--- src/common/usb_demo_params.svh ---
`ifndef USB_DEMO_PARAMS_SVH
`define USB_DEMO_PARAMS_SVH

// Loopback FIFO address width, 2048 entries
`define USB_DEMO_FIFO_ABITS 11

// Reset stretch counter width, 16 cycles
`define USB_DEMO_RST_CYCLES_LOG2 4

// SOF counter bit shown on the heartbeat LED
`define USB_DEMO_HEARTBEAT_BIT 12

`endif

--- src/common/usb_demo_pkg.sv ---
`default_nettype none

package usb_demo_pkg;

  // One byte of a bulk stream, last marks the end of a packet
  typedef struct packed {
    logic       last;
    logic [7:0] data;
  } stream_beat_t;

  // Status inputs from the USB device core, sampled every cycle
  typedef struct packed {
    // Start-of-frame level
    logic sof;
    // Single-cycle pulse
    logic crc_err;
    // Single-cycle pulse
    logic ctl_err;
    // Bus idle level
    logic idle;
  } status_evt_t;

endpackage

`default_nettype wire

--- src/logic/status_leds.sv ---
`timescale 1ns/10ps
`default_nettype none
`include "usb_demo_params.svh"

module status_leds #(
  parameter int HEARTBEAT_BIT = `USB_DEMO_HEARTBEAT_BIT
) (
  input  wire                            usb_clock_i,
  input  wire                            rst_n,
  input  wire                            reset_i,
  input  wire usb_demo_pkg::status_evt_t evt_i,
  output logic [3:0]                     leds_o
);

  usb_demo_pkg::status_evt_t evt_q;

  logic                   sof_prev_q;
  logic [HEARTBEAT_BIT:0] sof_cnt_q;
  logic                   ctl_err_q;
  logic                   crc_err_q;
  logic                   idle_q;
  logic                   sof_rise;

  assign sof_rise = evt_q.sof && !sof_prev_q;

  // Input stage samples the core status every cycle
  always_ff @(posedge usb_clock_i or negedge rst_n) begin
    if (!rst_n) begin
      evt_q <= '0;
    end else if (reset_i) begin
      evt_q <= '0;
    end else begin
      evt_q <= evt_i;
    end
  end

  // LED state, updated one cycle after sampling
  always_ff @(posedge usb_clock_i or negedge rst_n) begin
    if (!rst_n) begin
      sof_prev_q <= 1'b0;
      sof_cnt_q  <= '0;
      ctl_err_q  <= 1'b0;
      crc_err_q  <= 1'b0;
      idle_q     <= 1'b0;
    end else if (reset_i) begin
      sof_prev_q <= 1'b0;
      sof_cnt_q  <= '0;
      ctl_err_q  <= 1'b0;
      crc_err_q  <= 1'b0;
      idle_q     <= 1'b0;
    end else begin
      sof_prev_q <= evt_q.sof;
      idle_q     <= evt_q.idle;
      if (sof_rise) begin
        sof_cnt_q <= sof_cnt_q + 1'b1;
      end
      // Sticky until the next reset
      if (evt_q.ctl_err) begin
        ctl_err_q <= 1'b1;
      end
      if (evt_q.crc_err) begin
        crc_err_q <= 1'b1;
      end
    end
  end

  // Active low drive
  assign leds_o = ~{sof_cnt_q[HEARTBEAT_BIT], ctl_err_q, crc_err_q, idle_q};

endmodule

`default_nettype wire

--- config.mk ---
export PLATFORM = sky130hd
export DESIGN_NAME = status_leds
export DESIGN_NICKNAME = d
export VERILOG_FILES = /design/src/common/usb_demo_pkg.sv /design/src/logic/status_leds.sv
export VERILOG_INCLUDE_DIRS = /design/src /design/src/common
export SDC_FILE = /design/constraint.sdc
export NUM_CORES = 1
export LEC_CHECK = 0
export CORE_MARGIN = 5
export CORE_UTILIZATION = 55
export CTS_CLUSTER_SIZE = 10
export DETAILED_ROUTE_END_ITERATION = 7
export DONT_BUFFER_PORTS = 1
export PLACE_DENSITY = 0.7
export SETUP_SLACK_MARGIN = 0.1
export SLEW_MARGIN = 10
export SYNTH_ARGS = -nofsm -noshare
export SYNTH_HDL_FRONTEND = slang
export SYNTH_SLANG_ARGS = --single-unit
--- constraint.sdc ---
create_clock -name usb_clock_i -period 2.2 [get_ports usb_clock_i]
set_clock_uncertainty 0.2 [all_clocks]
set_input_delay 0.44 -clock usb_clock_i [delete_from_list [all_inputs] [get_ports usb_clock_i]]
set_output_delay 0.44 -clock usb_clock_i [all_outputs]
set_load 0.02 [all_outputs]
==> flow_results.org <==
** Synth
- Yosys attributes the largest share of cell area to sky130_fd_sc_hd__dfrtp_1 (54%), sky130_fd_sc_hd__nor2b_1 (5.8%), sky130_fd_sc_hd__nor2_1 (4.6%).
- Avg Inst Size Synth :: 10.6 µm²
- The synthesized design devotes to its leading area cell type 54.1% of total area.
- In this run the cell area of the synthesized design comes to 971 µm².
- Synthesis inferred 21 register bits.
- During synthesis, Yosys emitted a total of 0 warnings.
- Post-synth cell types :: 25
- Syn_nets :: 100
- Synthesis produced a netlist whose cell count is 92.
- The biggest area contributor in the post-synthesis netlist is sky130_fd_sc_hd__dfrtp_1.
- For this run, the register share of the synthesized area comes to 54.1%.

** Cells and area
- At the end of the flow, the number of nets in the layout was 104.
- Compared with the post-synthesis result, the final layout area differs by 6.19%.
- Fill cell count :: 148
- Total area of sequential cells :: 526 µm²
- Fin util :: 60.4%
- Cells with a size suffix above 1 make up 8.42% of the layout.
- With fillers left out, the area of the finished cells amounts to 1030 µm².
- Area occupied by multi-input gates :: 404 µm²
- 0 antenna diodes ended up in the layout.

** Hold path
- The tightest min-delay check is of the input port to flop type.

** Worst setup path
- The worst setup path is of the flop to flop kind.
- Data required, critical path :: 2.21 ns
- Element type at the critical path end :: flop
- Capturing point of the worst reg2reg path :: sof_cnt_q[10]
- Reg-to-Reg Start :: sof_cnt_q[0]
- The worst setup path is launched from a flop.
- Critical path destination :: sof_cnt_q[10]
- Data arrives at the worst endpoint at 1.82 ns.
- Worst reg2reg path depth :: 4
- The worst register-to-register path has a setup slack of 0.38 ns.
- Crit Path Max Fanout :: 8
- Start point of the critical path :: sof_cnt_q[0]

** Clocking
- Insertion delay of the later-clocked pin in the worst-skew pair :: 0.31 ns
- H-Tree Level Count :: 1
- Clock tree from TritonCTS :: yes
- For this design, the CTS-stage hold fixing added 2 buffers.
- No sink is reached through more buffers than the 2 on the longest clock path.
- Root buffer cell :: sky130_fd_sc_hd__clkbuf_4
- Post-CTS repair changed the size of 0 cells.
- The number of clock buffers added by TritonCTS is 3.
- Clock-pin slew was measured on the worst setup and hold paths at 0.11 ns.
- CTS saw 21 sinks.
- Number of post-CTS setup repair buffers :: 0

** Global routing
- The via count of the first global-routing pass is 613.
- Maximum number of pins on one net before global-route repair :: 22
- Global routing used 13.9% of the available tracks across all layers.
- The number of antenna violations at the first check in global routing was 0.
- After global routing the overflow that remains totals 0.
- The first global-routing pass estimated 2.68 mm of wire.

** Placed design
- Post-placement cell area :: 983 µm²
- The wire-length estimate of the detail-placed layout is 1.02 mm.
- In this run the tool buffered the top-level ports with 0 buffer cells.
- The congestion estimate from routability-driven global placement came to 0.771.
- At the placement stage, the worst setup path has a slack of 0.389 ns.

** Die
- In this run the vertical extent of the chip is 52.0 µm.
- Std cell rows :: 15
- The initial utilization of the core area, before any placement, comes to 56.8%.
- DIE WIDTH :: 52.0 µm
- After floorplanning, the core was sized to cover 1710 µm².
- Die ar. :: 2710 µm²
- In this run the count of I/O pins placed on the die edge is 11.

** Route
- The final layout contains routed wiring with a total length of 1.53 mm.
- Summing over every cut layer, the via total after detailed routing is 648.
- For this run, design rule violations remaining after detail routing come to 0.
- Using the TritonRoute via totals, the vias-per-cell ratio works out to 5.40.
- Initial DRC count :: 2
- Mean routed wirelength per cell :: 12.7 µm
- The first detailed-routing pass ran for 4 iterations.
- In this run the remaining antenna-violating nets after routing total 0.

** Timing
- Setup TNS Final :: 0 ns
- Hold is met by 0.0646 ns.
- RSZ-0062 raised after global routing :: false
- Pin slew with the least headroom to its limit :: 0.898 ns
- Final Hold Fails :: 0
- Final max-slew violation count :: 0
- Highest Clock Rate :: 550 MHz
- Worst slew slack as a fraction of its limit :: 40.0%
- Crit path setup slack, layout :: 0.383 ns
- Fraction of the cycle the final worst path needs :: 82.6%
- Final number of setup-violating endpoints :: 0
- After layout, the minimum clock period comes to 1.82 ns.

** Power
- Pwr/cell area :: 604 nW/µm²
- Cell internal power was estimated by the tool at 475 µW.
- Share of total power in the clock network :: 29.7%
- The share of total power dissipated in sequential elements is 64.4%.
- Worst supply voltage drop on vdd :: 0.488 mV
- Switching power share of the total :: 23.7%
- Summed over all cells, the static leakage comes to 0.000469 µW.
- Share of power burned in combinational logic :: 5.9%
- In this run the power spent charging and discharging nets is 148 µW.

** Outcome
- The flow ran to the end, and the final reports show no timing, DRC or antenna violations.

** Job
- Max_cap viols :: 0
-- synth_stat cells --
cell type                  count
sky130_fd_sc_hd__nand3_1       2
sky130_fd_sc_hd__or4_1         3
sky130_fd_sc_hd__nor2_1       12
sky130_fd_sc_hd__a21oi_1       6
sky130_fd_sc_hd__nand3b_1      1
sky130_fd_sc_hd__nand2b_1      1
sky130_fd_sc_hd__buf_1         1
sky130_fd_sc_hd__nand4_4       1
sky130_fd_sc_hd__inv_1         6
sky130_fd_sc_hd__mux2_1        2
sky130_fd_sc_hd__nand4_1       2
sky130_fd_sc_hd__o21ai_0       3
sky130_fd_sc_hd__o31ai_1       3
sky130_fd_sc_hd__nor4_1        4
sky130_fd_sc_hd__buf_6         1
sky130_fd_sc_hd__clkbuf_1      1
sky130_fd_sc_hd__ha_1          1
sky130_fd_sc_hd__dfrtp_1      21
sky130_fd_sc_hd__nand2_1       3
sky130_fd_sc_hd__or3_1         3
sky130_fd_sc_hd__nor2b_1       9
sky130_fd_sc_hd__nand4b_2      1
sky130_fd_sc_hd__mux2_2        2
sky130_fd_sc_hd__mux2i_1       1
sky130_fd_sc_hd__xor2_1        2
-- worst max-delay path, cell delays in order, from the launching register on --
cell and delay [ns]:
sky130_fd_sc_hd__dfrtp_1 0.41, sky130_fd_sc_hd__ha_1 0.20, sky130_fd_sc_hd__nand4b_2 0.20, sky130_fd_sc_hd__nor4_1 0.35
sky130_fd_sc_hd__mux2_2 0.37
-- power groups by stage --
stage                     Clock (µW)  Combinational, µW  Sequential [µW]
after global placement             0               22.4              408
final                            185               36.5              401
after detailed placement           0               23.0              409
after CTS                        194               37.6              401
after global routing             210               42.0              403
after floorplan                    0               26.8              408
-- flip-flops by register name, summed over array words and instances (netlist names) --
name and count:
crc_err_q 1, evt_q 4, sof_prev_q 1, idle_q 1
ctl_err_q 1, sof_cnt_q 13
-- layout make-up --
| class | instances | area share, % |
|---|---|---|
| Clock buffer | 3 | 2.18 |
| Clock inverter | 1 | 0.485 |
| Inverter | 6 | 2.18 |
| Multi-Input combinational cell | 62 | 39.2 |
| Sequential cell | 21 | 51.0 |
| Tap cell | 25 | 3.03 |
| Timing Repair Buffer | 2 | 1.94 |
-- metal layers --
layer | wire length (µm) | track usage, % | vias up
li1 | - | - | 330
met1 | 780 | 17.2 | 301
met2 | 647 | 20.9 | 12
met3 | 58 | 4.01 | 5
met4 | 44 | 9.17 | 0
met5 | 0 | 0 | -
-- cells by family after synthesis --
| logic type | synth area share (%) |
|---|---|
| simple gates | 25.9 |
| xor+xnor | 1.80 |
| buf+inv | 4.25 |
| fa+ha+maj | 1.29 |
| flops | 54.1 |
| mux | 5.67 |
| compound gates | 6.96 |
-- metrics by stage --
step | cells | power, µW
after floorplan | 92 | 434
after global placement | 114 | 431
after detailed placement | 114 | 432
after CTS | 120 | 633
after global routing | 120 | 655
final | 120 | 623
-- worst min path at each step --
| stage | startpoint | to | slack (ns) | depth (start not counted) |
|---|---|---|---|---|
| 2_1_floorplan | rst_n | crc_err_q | -0.06 | 0 |
| 3_3_place_gp | rst_n | sof_cnt_q[5] | -0.06 | 0 |
| 3_5_place_dp | rst_n | sof_cnt_q[5] | -0.06 | 0 |
| 4_1_cts | evt_i[2] | evt_q[2] | 0.05 | 1 |
| 5_1_grt | evt_i[1] | evt_q[1] | 0.04 | 1 |
| 6_report | evt_i[3] | evt_q[3] | 0.06 | 1 |
-- layout by cell type, fill, tap and decap left out --
cell type and instances:
sky130_fd_sc_hd__nand2_1 3, sky130_fd_sc_hd__nand4b_2 1, sky130_fd_sc_hd__or4_1 3, sky130_fd_sc_hd__nand4_1 2
sky130_fd_sc_hd__nor2b_1 9, sky130_fd_sc_hd__nand4_4 1, sky130_fd_sc_hd__o31ai_1 3, sky130_fd_sc_hd__xor2_1 2
sky130_fd_sc_hd__a21oi_1 6, sky130_fd_sc_hd__clkinv_2 1, sky130_fd_sc_hd__mux2i_1 1, sky130_fd_sc_hd__nor4_1 4
sky130_fd_sc_hd__dfrtp_1 21, sky130_fd_sc_hd__or3_1 3, sky130_fd_sc_hd__dlygate4sd3_1 2, sky130_fd_sc_hd__mux2_2 2
sky130_fd_sc_hd__nand3b_1 1, sky130_fd_sc_hd__ha_1 1, sky130_fd_sc_hd__nand3_1 2, sky130_fd_sc_hd__nand2b_1 1
sky130_fd_sc_hd__o21ai_0 3, sky130_fd_sc_hd__nor2_1 12, sky130_fd_sc_hd__inv_1 6, sky130_fd_sc_hd__clkbuf_4 3
sky130_fd_sc_hd__mux2_1 2
(Power assumes the default switching activity.)
