[src/common/usb_demo_params.svh]
`ifndef USB_DEMO_PARAMS_SVH
`define USB_DEMO_PARAMS_SVH

// Loopback FIFO address width, 2048 entries
`define USB_DEMO_FIFO_ABITS 11

// Reset stretch counter width, 16 cycles
`define USB_DEMO_RST_CYCLES_LOG2 4

// SOF counter bit shown on the heartbeat LED
`define USB_DEMO_HEARTBEAT_BIT 12

`endif

[src/logic/reset_stretch.sv]
`timescale 1ns/10ps
`default_nettype none
`include "usb_demo_params.svh"

module reset_stretch (
  input  wire  usb_clock_i,
  input  wire  rst_n,
  output logic fabric_reset_o
);

  // One spare bit on top, which ends the count
  localparam int CNT_W = `USB_DEMO_RST_CYCLES_LOG2 + 1;

  logic [CNT_W-1:0] cnt_q;

  // Saturates once the top bit is set
  always_ff @(posedge usb_clock_i or negedge rst_n) begin
    if (!rst_n) begin
      cnt_q <= '0;
    end else if (!cnt_q[CNT_W-1]) begin
      cnt_q <= cnt_q + 1'b1;
    end
  end

  // Asserted with rst_n, released on the clock edge that sets the top bit
  assign fabric_reset_o = ~cnt_q[CNT_W-1];

endmodule

`default_nettype wire

[config.mk]
export PLATFORM = sky130hd
export DESIGN_NAME = reset_stretch
export DESIGN_NICKNAME = d
export VERILOG_FILES = /design/src/logic/reset_stretch.sv
export VERILOG_INCLUDE_DIRS = /design/src /design/src/common
export SDC_FILE = /design/constraint.sdc
export NUM_CORES = 1
export LEC_CHECK = 0
export ABC_CLOCK_PERIOD_IN_PS = 1500
export BUFFER_PORTS_ARGS = -buffer_cell sky130_fd_sc_hd__buf_2
export CORE_AREA = 2 2 39 41
export CTS_CLUSTER_SIZE = 14
export DETAILED_ROUTE_END_ITERATION = 7
export DIE_AREA = 0 0 41 43
export SLEW_MARGIN = 5
export SYNTH_ARGS = -nofsm -noshare
export SYNTH_HDL_FRONTEND = slang
export SYNTH_SLANG_ARGS = --single-unit
[constraint.sdc]
create_clock -name usb_clock_i -period 1.5 [get_ports usb_clock_i]
set_input_delay 0.3 -clock usb_clock_i [delete_from_list [all_inputs] [get_ports usb_clock_i]]
set_output_delay 0.3 -clock usb_clock_i [all_outputs]
set_load 0.01 [all_outputs]
==> results.py, run 1 <==
metrics = {
    "route": {
        "wl_per_cell_um": 8.89,
        "drt_iter0_markers": 3,
        "drc": 0,
        "dr_total_vias": 134,
        "detail_route.first_pass.iterations": 2,
        "vias_per_cell": 3.53,
        "wirelength_um": 338,
        "antenna_left": 0,
    },
    "clock_tree": {
        "insertion_delay_ns": 0.24,
        "cts.clk_slew.worst_paths_ns": 0.04,
        "cts_sinks": 5,
        "cts.root.buffer_cell": "clkbuf_4",
        "cts_hold_buf": 1,
        "cts_htree_levels": 1,
        "post_cts_resized": 0,
        "cts_made_buffers": 3,
        "cts_setup_buffers": 0,
        "cts_tree": "yes",
        "clockBufferDepth": 2,
    },
    "final_layout": {
        "insertedDiodeCount": 0,
        "largest_reg_flops": 5,
        "layout.nets": 26,
        "reg.largest.list": "cnt_q (5)",
        "area_growth_pct": 30.5,
        "regMostFlops": "cnt_q",
        "stdcell_count": 38,
        "drive_above_1_share": 0.318,
    },
    "setup_path": {
        "start_kind": "register",
        "rrSetupSlack_ns": 0.39,
        "crit_type": "register to output port",
        "r2r_cells": 2,
        "r2r_end": "cnt_q[1]",
        "reg2reg_from": "cnt_q[0]",
        "cp_max_fo": 5,
        "critPathCaptureType": "output port",
        "crit_arrival_ns": 0.87,
        "required_ns": 1.20,
    },
    "global_routing": {
        "antenna_found_initial": 0,
        "grt_pass1_wl_um": 641,
        "grt_pass1_vias": 146,
        "grt-ovfl-total": 0,
        "grt_max_degree": 6,
        "grt_usage": 0.0638,
    },
    "logic_synthesis": {
        "synthesis.nets": 18,
        "synthSimpleGateAreaFrac": 0.178,
        "yosysWarnings": 0,
        "yosys-mux-area-fraction": 0.0517,
        "synth.most_common_cell": "dfrtp_1",
        "syn_area_um2": 218,
        "syn_area_per_cell_um2": 14.5,
        "synth_compound_area_frac": 0,
        "syn_inst": 15,
        "synthTopCellsByArea": "dfrtp_1 (57%), xnor2_1 (12%), nand4b_4 (11%)",
        "synth_top_cell_area_share": 0.575,
        "synth-adder-area-share": 0.0575,
        "synth_xor_area_frac": 0.121,
        "ys_seq_area_frac": 0.575,
        "synth_edf_count": 0,
        "synth_top_area_cell": "dfrtp_1",
        "synth_top_family_by_area": "simple AND/OR/NAND/NOR gates",
        "synth_ff_type": "dfrtp_1",
        "yosys_register_bits": 5,
        "synth_top_cells_by_count": "dfrtp_1 (5), xnor2_1 (3)",
        "synth-async-reset-ratio": 1.00,
        "synth.distinct_cells": 9,
    },
    "timing": {
        "slew_headroom": 0.878,
        "finalHoldViolCount": 0,
        "fin_skew_ns": 0.00355,
        "tightest_slew_ns": 0.183,
        "rsz0062_at_grt": "false",
        "fin_crit_ns": 1.17,
        "setup_viol": 0,
        "post-route-period-util": 0.780,
        "slew_viol_final": 0,
        "tns_ns": 0,
        "fmax_ghz": 0.855,
    },
    "floorplan": {
        "ioPinCount": 3,
        "start_util": 0.157,
        "die_area_um2": 1760,
        "fp.dieH_um": 43,
        "fp-row-count": 14,
        "chipWidth_um": 41,
        "fp.coreArea_um2": 1380,
    },
    "pwr": {
        "vdd_drop_max_mv": 0.558,
        "power_density_nw_per_um2": 1040,
        "leakagePower_nw": 0.161,
    },
    "placement": {
        "gp_congestion": 0.506,
        "io_buffers": 2,
        "place_inst": 33,
    },
    "status": {
        "status": "completed",
    },
    "min_path": {
        "holdCritPathClass": "primary input to async pin",
    },
    "flow_run": {
        "maxCapViolations": 0,
    },
}
==> area by class of cell <==
type | count | area, um^2
clock buffers | 4 | 26.3
flip-flops and latches | 5 | 125
multi-input cells | 9 | 88.8
repair buffers | 3 | 20.0
fillers | 148 | 1100
well taps | 16 | 20.0
inverters | 1 | 3.75
==> per-stage QoR <==
step	worst slack (ns)	utilization	power (mW)	hold WS (ns)	area [um^2]
after floorplan	0.433	-	0.137	0.00441	218
after global placement	0.422	0.179	0.141	0.114	248
after detailed placement	0.387	0.179	0.141	0.119	248
after CTS	0.318	0.205	0.303	0.408	284
after global routing	0.272	0.205	0.321	0.415	284
final	0.330	0.205	0.295	0.407	284
==> cell families (layout without fill, tap and decap cells) <==
kind of cell / after synthesis / after routing
multiplexers: 1 / 1
flip-flops: 5 / 5
adder cells (fa/ha/maj): 1 / 1
XOR/XNOR: 3 / 3
buffers and inverters: 1 / 8
AND/OR/NAND/NOR: 4 / 4
==> placed cells by master (no fill, tap or decap) <==
cell / n
clkbuf_1: 1
nand2b_1: 1
xnor2_1: 3
inv_1: 1
buf_2: 2
mux2_2: 1
clkbuf_4: 3
nand4b_4: 1
nand3_1: 1
dfrtp_1: 5
ha_1: 1
dlygate4sd3_1: 1
nand2_1: 1
==> layer usage <==
metal  vias up  GRT usage  share of wire
met5         -          0              0
li1         63          -              -
met2         5     0.0688           0.50
met1        66     0.0660           0.42
met4         0     0.0600              0
met3         0     0.0628          0.077
==> how the worst max path moves through the flow <==
stage              from              to  slack [ns]  depth (start not counted)
2_1_floorplan  cnt_q[0]        cnt_q[1]        0.43                          2
3_3_place_gp   cnt_q[0]        cnt_q[1]        0.42                          2
3_5_place_dp   cnt_q[0]        cnt_q[1]        0.39                          2
4_1_cts        cnt_q[4]  fabric_reset_o        0.32                          2
5_1_grt        cnt_q[4]  fabric_reset_o        0.27                          2
6_report       cnt_q[4]  fabric_reset_o        0.33                          2
==> power breakdown <==
group / internal [mW] / switching, mW / total, mW
logic: 0.00265 / 0.00286 / 0.00552
clock network: 0.100 / 0.0540 / 0.155
registers: 0.135 / 0 / 0.135
==> worst max-delay path: stages (launching register included) <==
cell and delay, ns:
dfrtp_1 0.42, inv_1 0.09, buf_2 0.13
(Power assumes the default switching activity.)
==> run 2, diff against run 1 <==
ABC_CLOCK_PERIOD_IN_PS = 1100   (was 1500)
clock period = 1.1 ns   (was 1.5 ns; I/O delays follow)
==> run 2 against run 1 <==
Clock skew fell by 0.00085 ns; critical path depth is the same; critical endpoint is now cnt_q[1]; highest routed layer is now met4; cell count grew 13%; sequential cell count unchanged; global-route usage rose by 3.1 points; power up 38%.
==> results.py, run 2 (same netlist as run 1, synthesis figures left out) <==
metrics = {
    "status": {
        "status": "completed",
    },
    "setup_path": {
        "slowest_stage": "dfrtp_1",
        "required_ns": 1.23,
        "cp_max_fo": 2,
        "crit_arrival_ns": 1.20,
        "start_kind": "register",
        "path_cells": "ha_1 -> mux2_4",
        "critPathMaxStageDelay_ns": 0.37,
        "critPathCaptureType": "register",
        "crit_type": "register to register",
    },
    "timing": {
        "finalHoldViolCount": 0,
        "setup_viol": 0,
        "slew_headroom": 0.869,
        "fin_crit_ns": 1.08,
        "tightest_slew_ns": 0.196,
        "post-route-period-util": 0.979,
        "whs_ns": 0.332,
        "fmax_ghz": 0.929,
        "slew_viol_final": 0,
        "fin_skew_ns": 0.00270,
    },
    "placement": {
        "io_buffers": 2,
        "dpl_cell_area_um2": 263,
        "dp_hpwl_um": 392,
    },
    "final_layout": {
        "final_cell_mix": "dfrtp_1 (5), buf_4 (5), xnor2_1 (3), clkbuf_4 (3), buf_2 (2)",
        "layout.nets": 31,
        "area_growth_pct": 49.4,
        "drive_above_1_share": 0.481,
        "fill_cells": 144,
        "reg.largest.list": "cnt_q (5)",
        "largest_reg_flops": 5,
        "finalInstanceArea_um2": 325,
        "insertedDiodeCount": 0,
        "regMostFlops": "cnt_q",
    },
    "clock_tree": {
        "cts.clk_slew.worst_paths_ns": 0.04,
        "cts_sinks": 5,
        "clockBufferDepth": 2,
        "cts.root.buffer_cell": "clkbuf_4",
        "insertion_delay_ns": 0.25,
        "cts_tree": "yes",
        "cts_htree_levels": 1,
        "cts_made_buffers": 3,
    },
    "route": {
        "drc": 0,
        "wirelength_um": 574,
        "detail_route.first_pass.iterations": 3,
        "vias_per_cell": 3.86,
        "wl_per_cell_um": 13.3,
        "dr_total_vias": 166,
        "antenna_left": 0,
        "drt_iter0_markers": 5,
    },
    "pwr": {
        "p_sw_uw": 82.3,
        "leakagePower_nw": 0.188,
        "vdd_drop_max_mv": 0.315,
        "power_frac_seq": 0.453,
        "p_int_uw": 326,
        "power_frac_clock": 0.528,
        "netSwitchingFraction": 0.202,
        "combPwrFrac": 0.019,
        "power_density_nw_per_um2": 1250,
    },
    "global_routing": {
        "grt_pass1_wl_um": 931,
        "antenna_found_initial": 0,
        "grt_pass1_vias": 209,
        "grt-ovfl-total": 0,
        "grt_usage": 0.0949,
        "grt_max_degree": 6,
    },
    "floorplan": {
        "ioPinCount": 3,
        "fp.dieH_um": 43,
        "start_util": 0.157,
        "die_area_um2": 1760,
        "chipWidth_um": 41,
        "fp-row-count": 14,
        "fp.coreArea_um2": 1380,
    },
    "min_path": {
        "holdCritPathClass": "primary input to async pin",
    },
    "flow_run": {
        "maxCapViolations": 0,
    },
}
## run 2: power groups by stage
stage          registers [mW]  clock network, mW    logic [mW]
6_report                0.185              0.216       0.00765
5_1_grt                 0.184              0.240       0.00869
4_1_cts                 0.185              0.217       0.00765
2_1_floorplan           0.187                  0  0.0000000674
3_5_place_dp            0.187                  0       0.00468
3_3_place_gp            0.187                  0       0.00425
## run 2: stage by stage
step | setup TNS, ns | cells | setup slack, ns | power [mW] | util
4_1_cts | 0 | 41 | 0.0175 | 0.409 | 0.222
5_1_grt | -0.00415 | 43 | -0.00415 | 0.433 | 0.235
6_report | 0 | 43 | 0.0234 | 0.408 | 0.235
3_3_place_gp | 0 | 35 | 0.0923 | 0.192 | 0.190
2_1_floorplan | 0 | 15 | 0.0333 | 0.187 | -
3_5_place_dp | 0 | 35 | 0.0234 | 0.192 | 0.190
## run 2: metal layers
layer | track usage | vias to the layer above | wire length (um)
met2 | 0.159 | 6 | 363
met5 | 0 | - | 0
met4 | 0.120 | 0 | 38
met3 | 0.0314 | 4 | 20
li1 | - | 72 | -
met1 | 0.0623 | 84 | 152
## run 2: what timing repair did
action	in CTS	in global routing
hold buffers	1	0
endpoints found under the hold margin	5	0
setup buffers	1	2
setup endpoints to repair	1	2
gates resized for setup	0	2
pin swaps	0	1
## run 2: cell type report
type,instances,area (um^2),share of cell area
Sequential cell,5,125,0.385
Multi-Input combinational cell,9,92.6,0.285
Timing Repair Buffer,8,57.6,0.177
Tap cell,16,20.0,0.0615
Inverter,1,3.75,0.0115
Clock buffer,4,26.3,0.0808
## run 2: final timing paths
check                      cells after the start  slack (ns)      from        to
max reg2reg                                    2        0.02  cnt_q[1]  cnt_q[1]
max in group asynchronous                      2        0.64     rst_n  cnt_q[1]
max                                            2        0.02  cnt_q[1]  cnt_q[1]
min                                            2        0.33     rst_n  cnt_q[2]
min reg2reg                                    1        0.49  cnt_q[3]  cnt_q[3]
min in group usb_clock_i                       1        0.49  cnt_q[3]  cnt_q[3]
## run 2: worst max-delay path, delay by kind of cell, from the launching register on
kind       cells  cell delay, ns
flops          1            0.37
fa+ha+maj      1            0.31
mux            1            0.27
