`src/common/usb_demo_params.svh`:
```
`ifndef USB_DEMO_PARAMS_SVH
`define USB_DEMO_PARAMS_SVH

// Loopback FIFO address width, 2048 entries
`define USB_DEMO_FIFO_ABITS 11

// Reset stretch counter width, 16 cycles
`define USB_DEMO_RST_CYCLES_LOG2 4

// SOF counter bit shown on the heartbeat LED
`define USB_DEMO_HEARTBEAT_BIT 12

`endif

```
`src/common/usb_demo_pkg.sv`:
```
`default_nettype none

package usb_demo_pkg;

  // One byte of a bulk stream, last marks the end of a packet
  typedef struct packed {
    logic       last;
    logic [7:0] data;
  } stream_beat_t;

  // Status inputs from the USB device core, sampled every cycle
  typedef struct packed {
    // Start-of-frame level
    logic sof;
    // Single-cycle pulse
    logic crc_err;
    // Single-cycle pulse
    logic ctl_err;
    // Bus idle level
    logic idle;
  } status_evt_t;

endpackage

`default_nettype wire

```
`src/loopback/packet_gate.sv`:
```
`timescale 1ns/10ps
`default_nettype none
`include "usb_demo_params.svh"

module packet_gate (
  input  wire                             usb_clock_i,
  input  wire                             rst_n,
  input  wire                             reset_i,
  input  wire                             wr_fire_i,
  input  wire                             wr_last_i,
  input  wire                             fifo_valid_i,
  input  wire usb_demo_pkg::stream_beat_t fifo_beat_i,
  input  wire                             fifo_full_i,
  input  wire                             m_ready_i,
  output logic                            m_valid_o,
  output usb_demo_pkg::stream_beat_t      m_beat_o,
  output logic                            pop_o
);

  // Sized for the default FIFO depth, every packet holds at least one byte
  localparam int CNT_W = `USB_DEMO_FIFO_ABITS + 1;

  logic [CNT_W-1:0] pkt_cnt_q;
  logic             pkt_in;
  logic             pkt_out;
  logic             release_rd;

  assign pkt_in  = wr_fire_i && wr_last_i;
  assign pkt_out = pop_o && fifo_beat_i.last;

  // A full FIFO also releases, so oversized packets still drain
  assign release_rd = (pkt_cnt_q != '0) || fifo_full_i;

  always_ff @(posedge usb_clock_i or negedge rst_n) begin
    if (!rst_n) begin
      pkt_cnt_q <= '0;
    end else if (reset_i) begin
      pkt_cnt_q <= '0;
    end else if (pkt_in && !pkt_out) begin
      pkt_cnt_q <= pkt_cnt_q + 1'b1;
    end else if (pkt_out && !pkt_in) begin
      pkt_cnt_q <= pkt_cnt_q - 1'b1;
    end
  end

  assign m_valid_o = fifo_valid_i && release_rd;
  assign m_beat_o  = fifo_beat_i;

  // One pop per output transfer
  assign pop_o = m_valid_o && m_ready_i;

endmodule

`default_nettype wire

```
`config.mk`:
```
export PLATFORM = sky130hd
export DESIGN_NAME = packet_gate
export DESIGN_NICKNAME = d
export VERILOG_FILES = /design/src/common/usb_demo_pkg.sv /design/src/loopback/packet_gate.sv
export VERILOG_INCLUDE_DIRS = /design/src /design/src/common
export SDC_FILE = /design/constraint.sdc
export NUM_CORES = 1
export LEC_CHECK = 0
export BUFFER_PORTS_ARGS = -buffer_cell sky130_fd_sc_hd__buf_2
export CAP_MARGIN = 25
export CORE_MARGIN = 2
export CORE_UTILIZATION = 50
export CTS_CLUSTER_SIZE = 14
export DETAILED_ROUTE_END_ITERATION = 7
export GPL_TIMING_DRIVEN = 0
export PLACE_DENSITY_LB_ADDON = 0.25
export RECOVER_POWER = 25
export SYNTH_ARGS = -nofsm -noshare
export SYNTH_HDL_FRONTEND = slang
export SYNTH_SLANG_ARGS = --single-unit
```
`constraint.sdc`:
```
create_clock -name usb_clock_i -period 4.1 [get_ports usb_clock_i]
set_input_delay 0.615 -clock usb_clock_i [delete_from_list [all_inputs] [get_ports usb_clock_i]]
set_output_delay 0.615 -clock usb_clock_i [all_outputs]
set_load 0.005 [all_outputs]
```
==> results.json, run 1 <==
{
  "crit_buf_inv": 0,
  "path_class": "reg2reg",
  "ir_drop_mv": 0.258,
  "maxSlewViolCount": 0,
  "syn_area_per_cell_sq_um": 9.85,
  "numClockSinks": 12,
  "skew_ns": 0.00264,
  "dpl.cell_count": 165,
  "yosys.area.top_type": "dfrtp_1",
  "grt_pass1_vias": 858,
  "drive_gt1_share_pct": 30.5,
  "top_register": "pkt_cnt_q",
  "antenna_found_initial": 0,
  "slew-limit-headroom_pct": 54.0,
  "cts_tree": "yes",
  "fin_util_pct": 60.0,
  "grt_pass1_wl_um": 3780,
  "fill_cells": 195,
  "post_cts_buffers": 0,
  "finalHoldViolCount": 0,
  "synth_area_leaders": "dfrtp_1, ha_1, mux2i_1, buf_4, nor2_1",
  "io_pins": 28,
  "area_growth_pct": 14.2,
  "start_util_pct": 52.5,
  "final_cells": 169,
  "synth_cell_type_count": 36,
  "fp.dieH_um": 52.2,
  "cts-htree-levels": 1,
  "holdBufCountCts": 0,
  "syn_area_sq_mm": 0.00116,
  "hold_slack_ns": 0.349,
  "regArea_sq_um": 300,
  "worst_pin_slew_ns": 0.689,
  "p_leak_nw": 0.627,
  "clk_pin_slew_ns": 0.08,
  "antenna_cells": 0,
  "first_pass_iters": 4,
  "ff2ff_path_depth": 11,
  "cpPeakStageDelay_ns": 0.55,
  "overflow": 0,
  "routed_wl_um": 2250,
  "reg.largest.list": "pkt_cnt_q x12",
  "die_area_sq_mm": 0.00273,
  "coreArea_sq_mm": 0.00221,
  "ys_seq_area_share_pct": 25.8,
  "clockRootBuffer": "clkbuf_4",
  "period_share_pct": 91.2,
  "synth-seq-cells": 12,
  "maxCapViolations": 0,
  "crit_fanout": 12,
  "worstSetupStartpointType": "flop",
  "syn-num-nets": 147,
  "cts_resized": 0,
  "crit_path_end_kind": "flop",
  "syn-instance-count": 118,
  "p_per_area_mw_per_mm2": 487,
  "cp_slowest_cell": "ha_1",
  "finalWeightedCongestion": 0.812,
  "path_delay_family": "simple AND/OR/NAND/NOR gates",
  "grt_max_degree": 13,
  "nets": 171,
  "largest_reg_flops": 12,
  "required_ns": 4.26,
  "rsz0062_at_grt": "no",
  "worstPathCellList": "nor4_2 > a41oi_2 > nand3_2 > nand3_1 > ha_1 > o211ai_1 > o211ai_1 > a41oi_1 > nor3_1 > mux2i_1 > mux2_2",
  "drc": 0,
  "viasPerCell": 5.41,
  "numCtsBuffers": 3,
  "clkLatencyLatePin_ns": 0.27,
  "fin_crit_ns": 3.74,
  "die_w_um": 52.2,
  "ant_nets": 0,
  "cts_buffer_depth": 2,
  "crit_cells": 11,
  "vias": 915,
  "max_freq_mhz": 267,
  "timing.setup.tns_ns": 0,
  "dp_hpwl_um": 1800,
  "portBuffers": 19,
  "worstPathArrival_ns": 3.90,
  "status": "finished clean",
  "yosys.area.top_type_share_pct": 25.8,
  "wl_per_cell_um": 13.3,
  "multi_input_area_sq_um": 764,
  "critical_path.most_common_cell": "o211ai_1",
  "yosys_warnings": 0,
  "row_count": 17,
  "finalSetupViolations": 0,
  "min_path_type": "in2async",
  "initialDrtViolationCount": 12,
  "track_usage_pct": 18.7
}
==> cells in the mapped netlist <==
cell and count:
a2111oi_4 1, a211oi_1 1, a211oi_2 3, a21o_1 3, a21oi_1 5, a41o_1 1, a41oi_1 2, a41oi_2 1
and2_1 1, buf_4 9, buf_6 1, clkbuf_1 1, dfrtp_1 12, fa_1 1, ha_1 11, inv_1 4
mux2_2 1, mux2i_1 8, nand2_1 4, nand2b_1 2, nand3_1 1, nand3_2 1, nand3b_1 1, nand4_1 1
nor2_1 15, nor2b_1 1, nor3_1 5, nor3b_1 1, nor4_2 2, o211ai_1 2, o21ai_0 4, o41a_4 1
or3_1 1, xnor2_1 5, xor2_1 4, xor2_4 1
==> layer usage <==
layer	routed length [um]	global-route usage, %	vias to the layer above
li1	-	-	467
met1	1030	23.0	422
met2	1110	33.8	26
met3	110	5.14	0
met4	0	1.28	0
met5	0	0	-
==> through the flow <==
stage	instance area, sq um	setup WS [ns]	power [mW]
6_report	1330	0.360	0.646
5_1_grt	1330	0.0850	0.705
4_1_cts	1330	0.348	0.653
3_5_place_dp	1290	0.187	0.553
3_3_place_gp	1290	0.234	0.539
2_1_floorplan	1160	0.735	0.482
==> worst paths after layout <==
path | start | endpoint | slack, ns
min in group usb_clock_i | pkt_cnt_q[4]$_DFFE_PN0P_ | pkt_cnt_q[4]$_DFFE_PN0P_ | 0.57
setup / recovery | pkt_cnt_q[7]$_DFFE_PN0P_ | pkt_cnt_q[11]$_DFFE_PN0P_ | 0.36
hold / removal | rst_n | pkt_cnt_q[6]$_DFFE_PN0P_ | 0.35
max in group asynchronous | rst_n | pkt_cnt_q[1]$_DFFE_PN0P_ | 3.31
hold reg to reg | pkt_cnt_q[4]$_DFFE_PN0P_ | pkt_cnt_q[4]$_DFFE_PN0P_ | 0.57
setup reg to reg | pkt_cnt_q[7]$_DFFE_PN0P_ | pkt_cnt_q[11]$_DFFE_PN0P_ | 0.36
==> cell usage in the layout (no fill, tap or decap), types with 2 or more instances in the layout <==
| cell type | synthesis | layout |
|---|---|---|
| buf_2 | 0 | 18 |
| nor2_1 | 15 | 15 |
| dfrtp_1 | 12 | 12 |
| ha_1 | 11 | 11 |
| buf_4 | 9 | 9 |
| mux2i_1 | 8 | 8 |
| nor3_1 | 5 | 5 |
| xnor2_1 | 5 | 5 |
| a21oi_1 | 5 | 5 |
| inv_1 | 4 | 4 |
| nand2_1 | 4 | 4 |
| o21ai_0 | 4 | 4 |
| xor2_1 | 4 | 4 |
| a211oi_2 | 3 | 3 |
| a21o_1 | 3 | 3 |
| clkbuf_4 | 0 | 3 |
| nor4_2 | 2 | 2 |
| clkbuf_1 | 1 | 2 |
| nand2b_1 | 2 | 2 |
| o211ai_1 | 2 | 2 |
| a41oi_1 | 2 | 2 |
==> where the power goes <==
| group | total (mW) | leakage, nW | internal, mW | switching [mW] |
|---|---|---|---|---|
| Combinational | 0.379 | 0.446 | 0.185 | 0.194 |
| Clock | 0.0952 | 0.0210 | 0.0540 | 0.0412 |
| Sequential | 0.172 | 0.160 | 0.144 | 0.0280 |
==> area by class of cell <==
class,count,area share [%]
plain buffers,11,6.22
well taps,28,2.64
repair buffers,19,7.07
inverters,4,1.13
clock buffers,4,2.73
multi-input cells,91,57.6
flip-flops and latches,12,22.6
==> kinds of logic after synthesis <==
logic type / synth area share, %
DFF: 25.8
xor gates and xnor gates: 9.15
muxes: 7.86
adders and majority gates: 13.6
buffers and inverters: 8.39
AOI/OAI and AO/OA: 18.9
and+or+nand+nor: 16.3
==> worst register-to-register path, delay by kind of cell (launching register included) <==
family / cells / cell delay, ns
muxes: 2 / 0.56
and+or+nand+nor: 4 / 1.31
DFF: 1 / 0.41
AOI/OAI and AO/OA: 4 / 0.78
adders and majority gates: 1 / 0.55
(Power assumes the default switching activity.)
==> inputs of run 2 (changes only) <==
- CORE_UTILIZATION: 50 -> 53
==> results.json, run 2 (synthesized netlist as in run 1, its figures left out) <==
{
  "die_area_sq_mm": 0.00258,
  "dr_wl_met3_um": 143,
  "min_path_type": "in2async",
  "io_pins": 28,
  "clk_pin_slew_ns": 0.09,
  "timing.setup.tns_ns": 0,
  "area_growth_pct": 12.9,
  "fp.dieH_um": 50.8,
  "max_freq_mhz": 266,
  "skew_ns": 0.00355,
  "layout_commonest_cell": "buf_2",
  "maxUsedRoutingLayer": "met4",
  "dp_hpwl_um": 1830,
  "crit_path_end_kind": "flop",
  "ir_drop_mv": 0.271,
  "finalWeightedCongestion": 0.883,
  "grt_pass1_wl_um": 4040,
  "fin_crit_ns": 3.76,
  "initialDrtViolationCount": 11,
  "p_leak_nw": 0.620,
  "maxCapViolations": 0,
  "nets": 171,
  "cts-htree-levels": 1,
  "reg.largest.list": "pkt_cnt_q x12",
  "required_ns": 4.27,
  "p_per_area_mw_per_mm2": 481,
  "crit_fanout": 12,
  "finalHoldViolCount": 0,
  "track_usage_pct": 20.9,
  "worst_pin_slew_ns": 0.676,
  "row_count": 16,
  "wl_per_cell_um": 13.7,
  "numCtsBuffers": 3,
  "cts_buffer_depth": 2,
  "most-common-layout-cells": "buf_2, nor2_1, dfrtp_1",
  "cts_tree": "yes",
  "critical_path.most_common_cell": "o211ai_1",
  "crit_cells": 11,
  "clockRootBuffer": "clkbuf_4",
  "worstPathCellList": "nor4_2 > a41oi_2 > nand3_2 > nand3_1 > ha_1 > o211ai_1 > o211ai_1 > a41oi_1 > nor3_1 > mux2i_1 > mux2_2",
  "dpl.cell_count": 164,
  "ant_nets": 0,
  "antenna_cells": 0,
  "multi_input_area_sq_um": 764,
  "met1Wirelength_um": 993,
  "wl_met2_um": 1110,
  "slew-limit-headroom_pct": 54.9,
  "drc": 0,
  "fin_util_pct": 64.9,
  "routed_wl_um": 2300,
  "crit_buf_inv": 0,
  "largest_reg_flops": 12,
  "clkLatencyLatePin_ns": 0.28,
  "worstSetupStartpointType": "flop",
  "worstPathArrival_ns": 3.93,
  "rsz0062_at_grt": "no",
  "grt_pass1_vias": 943,
  "drive_gt1_share_pct": 30.0,
  "hold_slack_ns": 0.331,
  "first_pass_iters": 4,
  "numClockSinks": 12,
  "final_cells": 167,
  "holdBufCountCts": 0,
  "status": "finished clean",
  "vias": 953,
  "cp_slowest_cell": "ha_1",
  "path_class": "reg2reg",
  "fill_cells": 181,
  "maxSlewViolCount": 0,
  "antenna_found_initial": 0,
  "overflow": 0,
  "top_register": "pkt_cnt_q",
  "post_cts_buffers": 0,
  "viasPerCell": 5.71,
  "cpPeakStageDelay_ns": 0.55,
  "grt_max_degree": 13,
  "die_w_um": 50.8,
  "ff2ff_path_depth": 11,
  "cts_resized": 0,
  "start_util_pct": 57.5,
  "portBuffers": 19,
  "finalSetupViolations": 0,
  "coreArea_sq_mm": 0.00202,
  "period_share_pct": 91.6,
  "regArea_sq_um": 300,
  "path_delay_family": "simple AND/OR/NAND/NOR gates"
}
[run 2: changes by cell type in the layout (fill, tap and decap cells not counted), sizes merged]
cell	previous run	this run
clkbuf	6	5
[run 2: stage by stage]
stage                     total power, mW  setup WS (ns)  area [sq um]
after floorplan                     0.482          0.735          1160
after global placement              0.540          0.192          1290
after detailed placement            0.555          0.144          1290
after CTS                           0.633          0.369          1310
after global routing                0.687         0.0371          1310
final                               0.632          0.344          1310
[run 2: metal layers]
metal	vias to the layer above	GRT usage, %
met2	33	38.4
met3	7	3.22
met4	0	8.56
met1	447	24.0
li1	466	-
met5	-	0
[run 2: cell type report]
class                      instances  share of cell area, %
clock buffer                       3                   1.72
timing repair buffer              19                   7.15
multi-input combinational         91                   58.2
sequential                        12                   22.9
tap                               27                   2.57
inverter                           4                   1.14
buffer                            11                   6.29
[run 2: power breakdown]
part | internal (mW) | leakage (nW) | switching [mW]
logic | 0.185 | 0.446 | 0.195
registers | 0.144 | 0.160 | 0.0271
clock network | 0.0341 | 0.0138 | 0.0460
[run 2: worst paths after layout]
check	startpoint	slack, ns	to
min in group usb_clock_i	pkt_cnt_q[5]$_DFFE_PN0P_	0.57	pkt_cnt_q[5]$_DFFE_PN0P_
max	pkt_cnt_q[7]$_DFFE_PN0P_	0.34	pkt_cnt_q[11]$_DFFE_PN0P_
min reg2reg	pkt_cnt_q[5]$_DFFE_PN0P_	0.57	pkt_cnt_q[5]$_DFFE_PN0P_
max reg2reg	pkt_cnt_q[7]$_DFFE_PN0P_	0.34	pkt_cnt_q[11]$_DFFE_PN0P_
min	rst_n	0.33	pkt_cnt_q[4]$_DFFE_PN0P_
max in group asynchronous	rst_n	3.34	pkt_cnt_q[11]$_DFFE_PN0P_
[run 2: worst register-to-register path, stage by stage, from the launching register on]
cell and delay, ns:
dfrtp_1 0.42, nor4_2 0.34, a41oi_2 0.21, nand3_2 0.19
nand3_1 0.43, ha_1 0.55, o211ai_1 0.12, o211ai_1 0.32
a41oi_1 0.16, nor3_1 0.33, mux2i_1 0.24, mux2_2 0.34
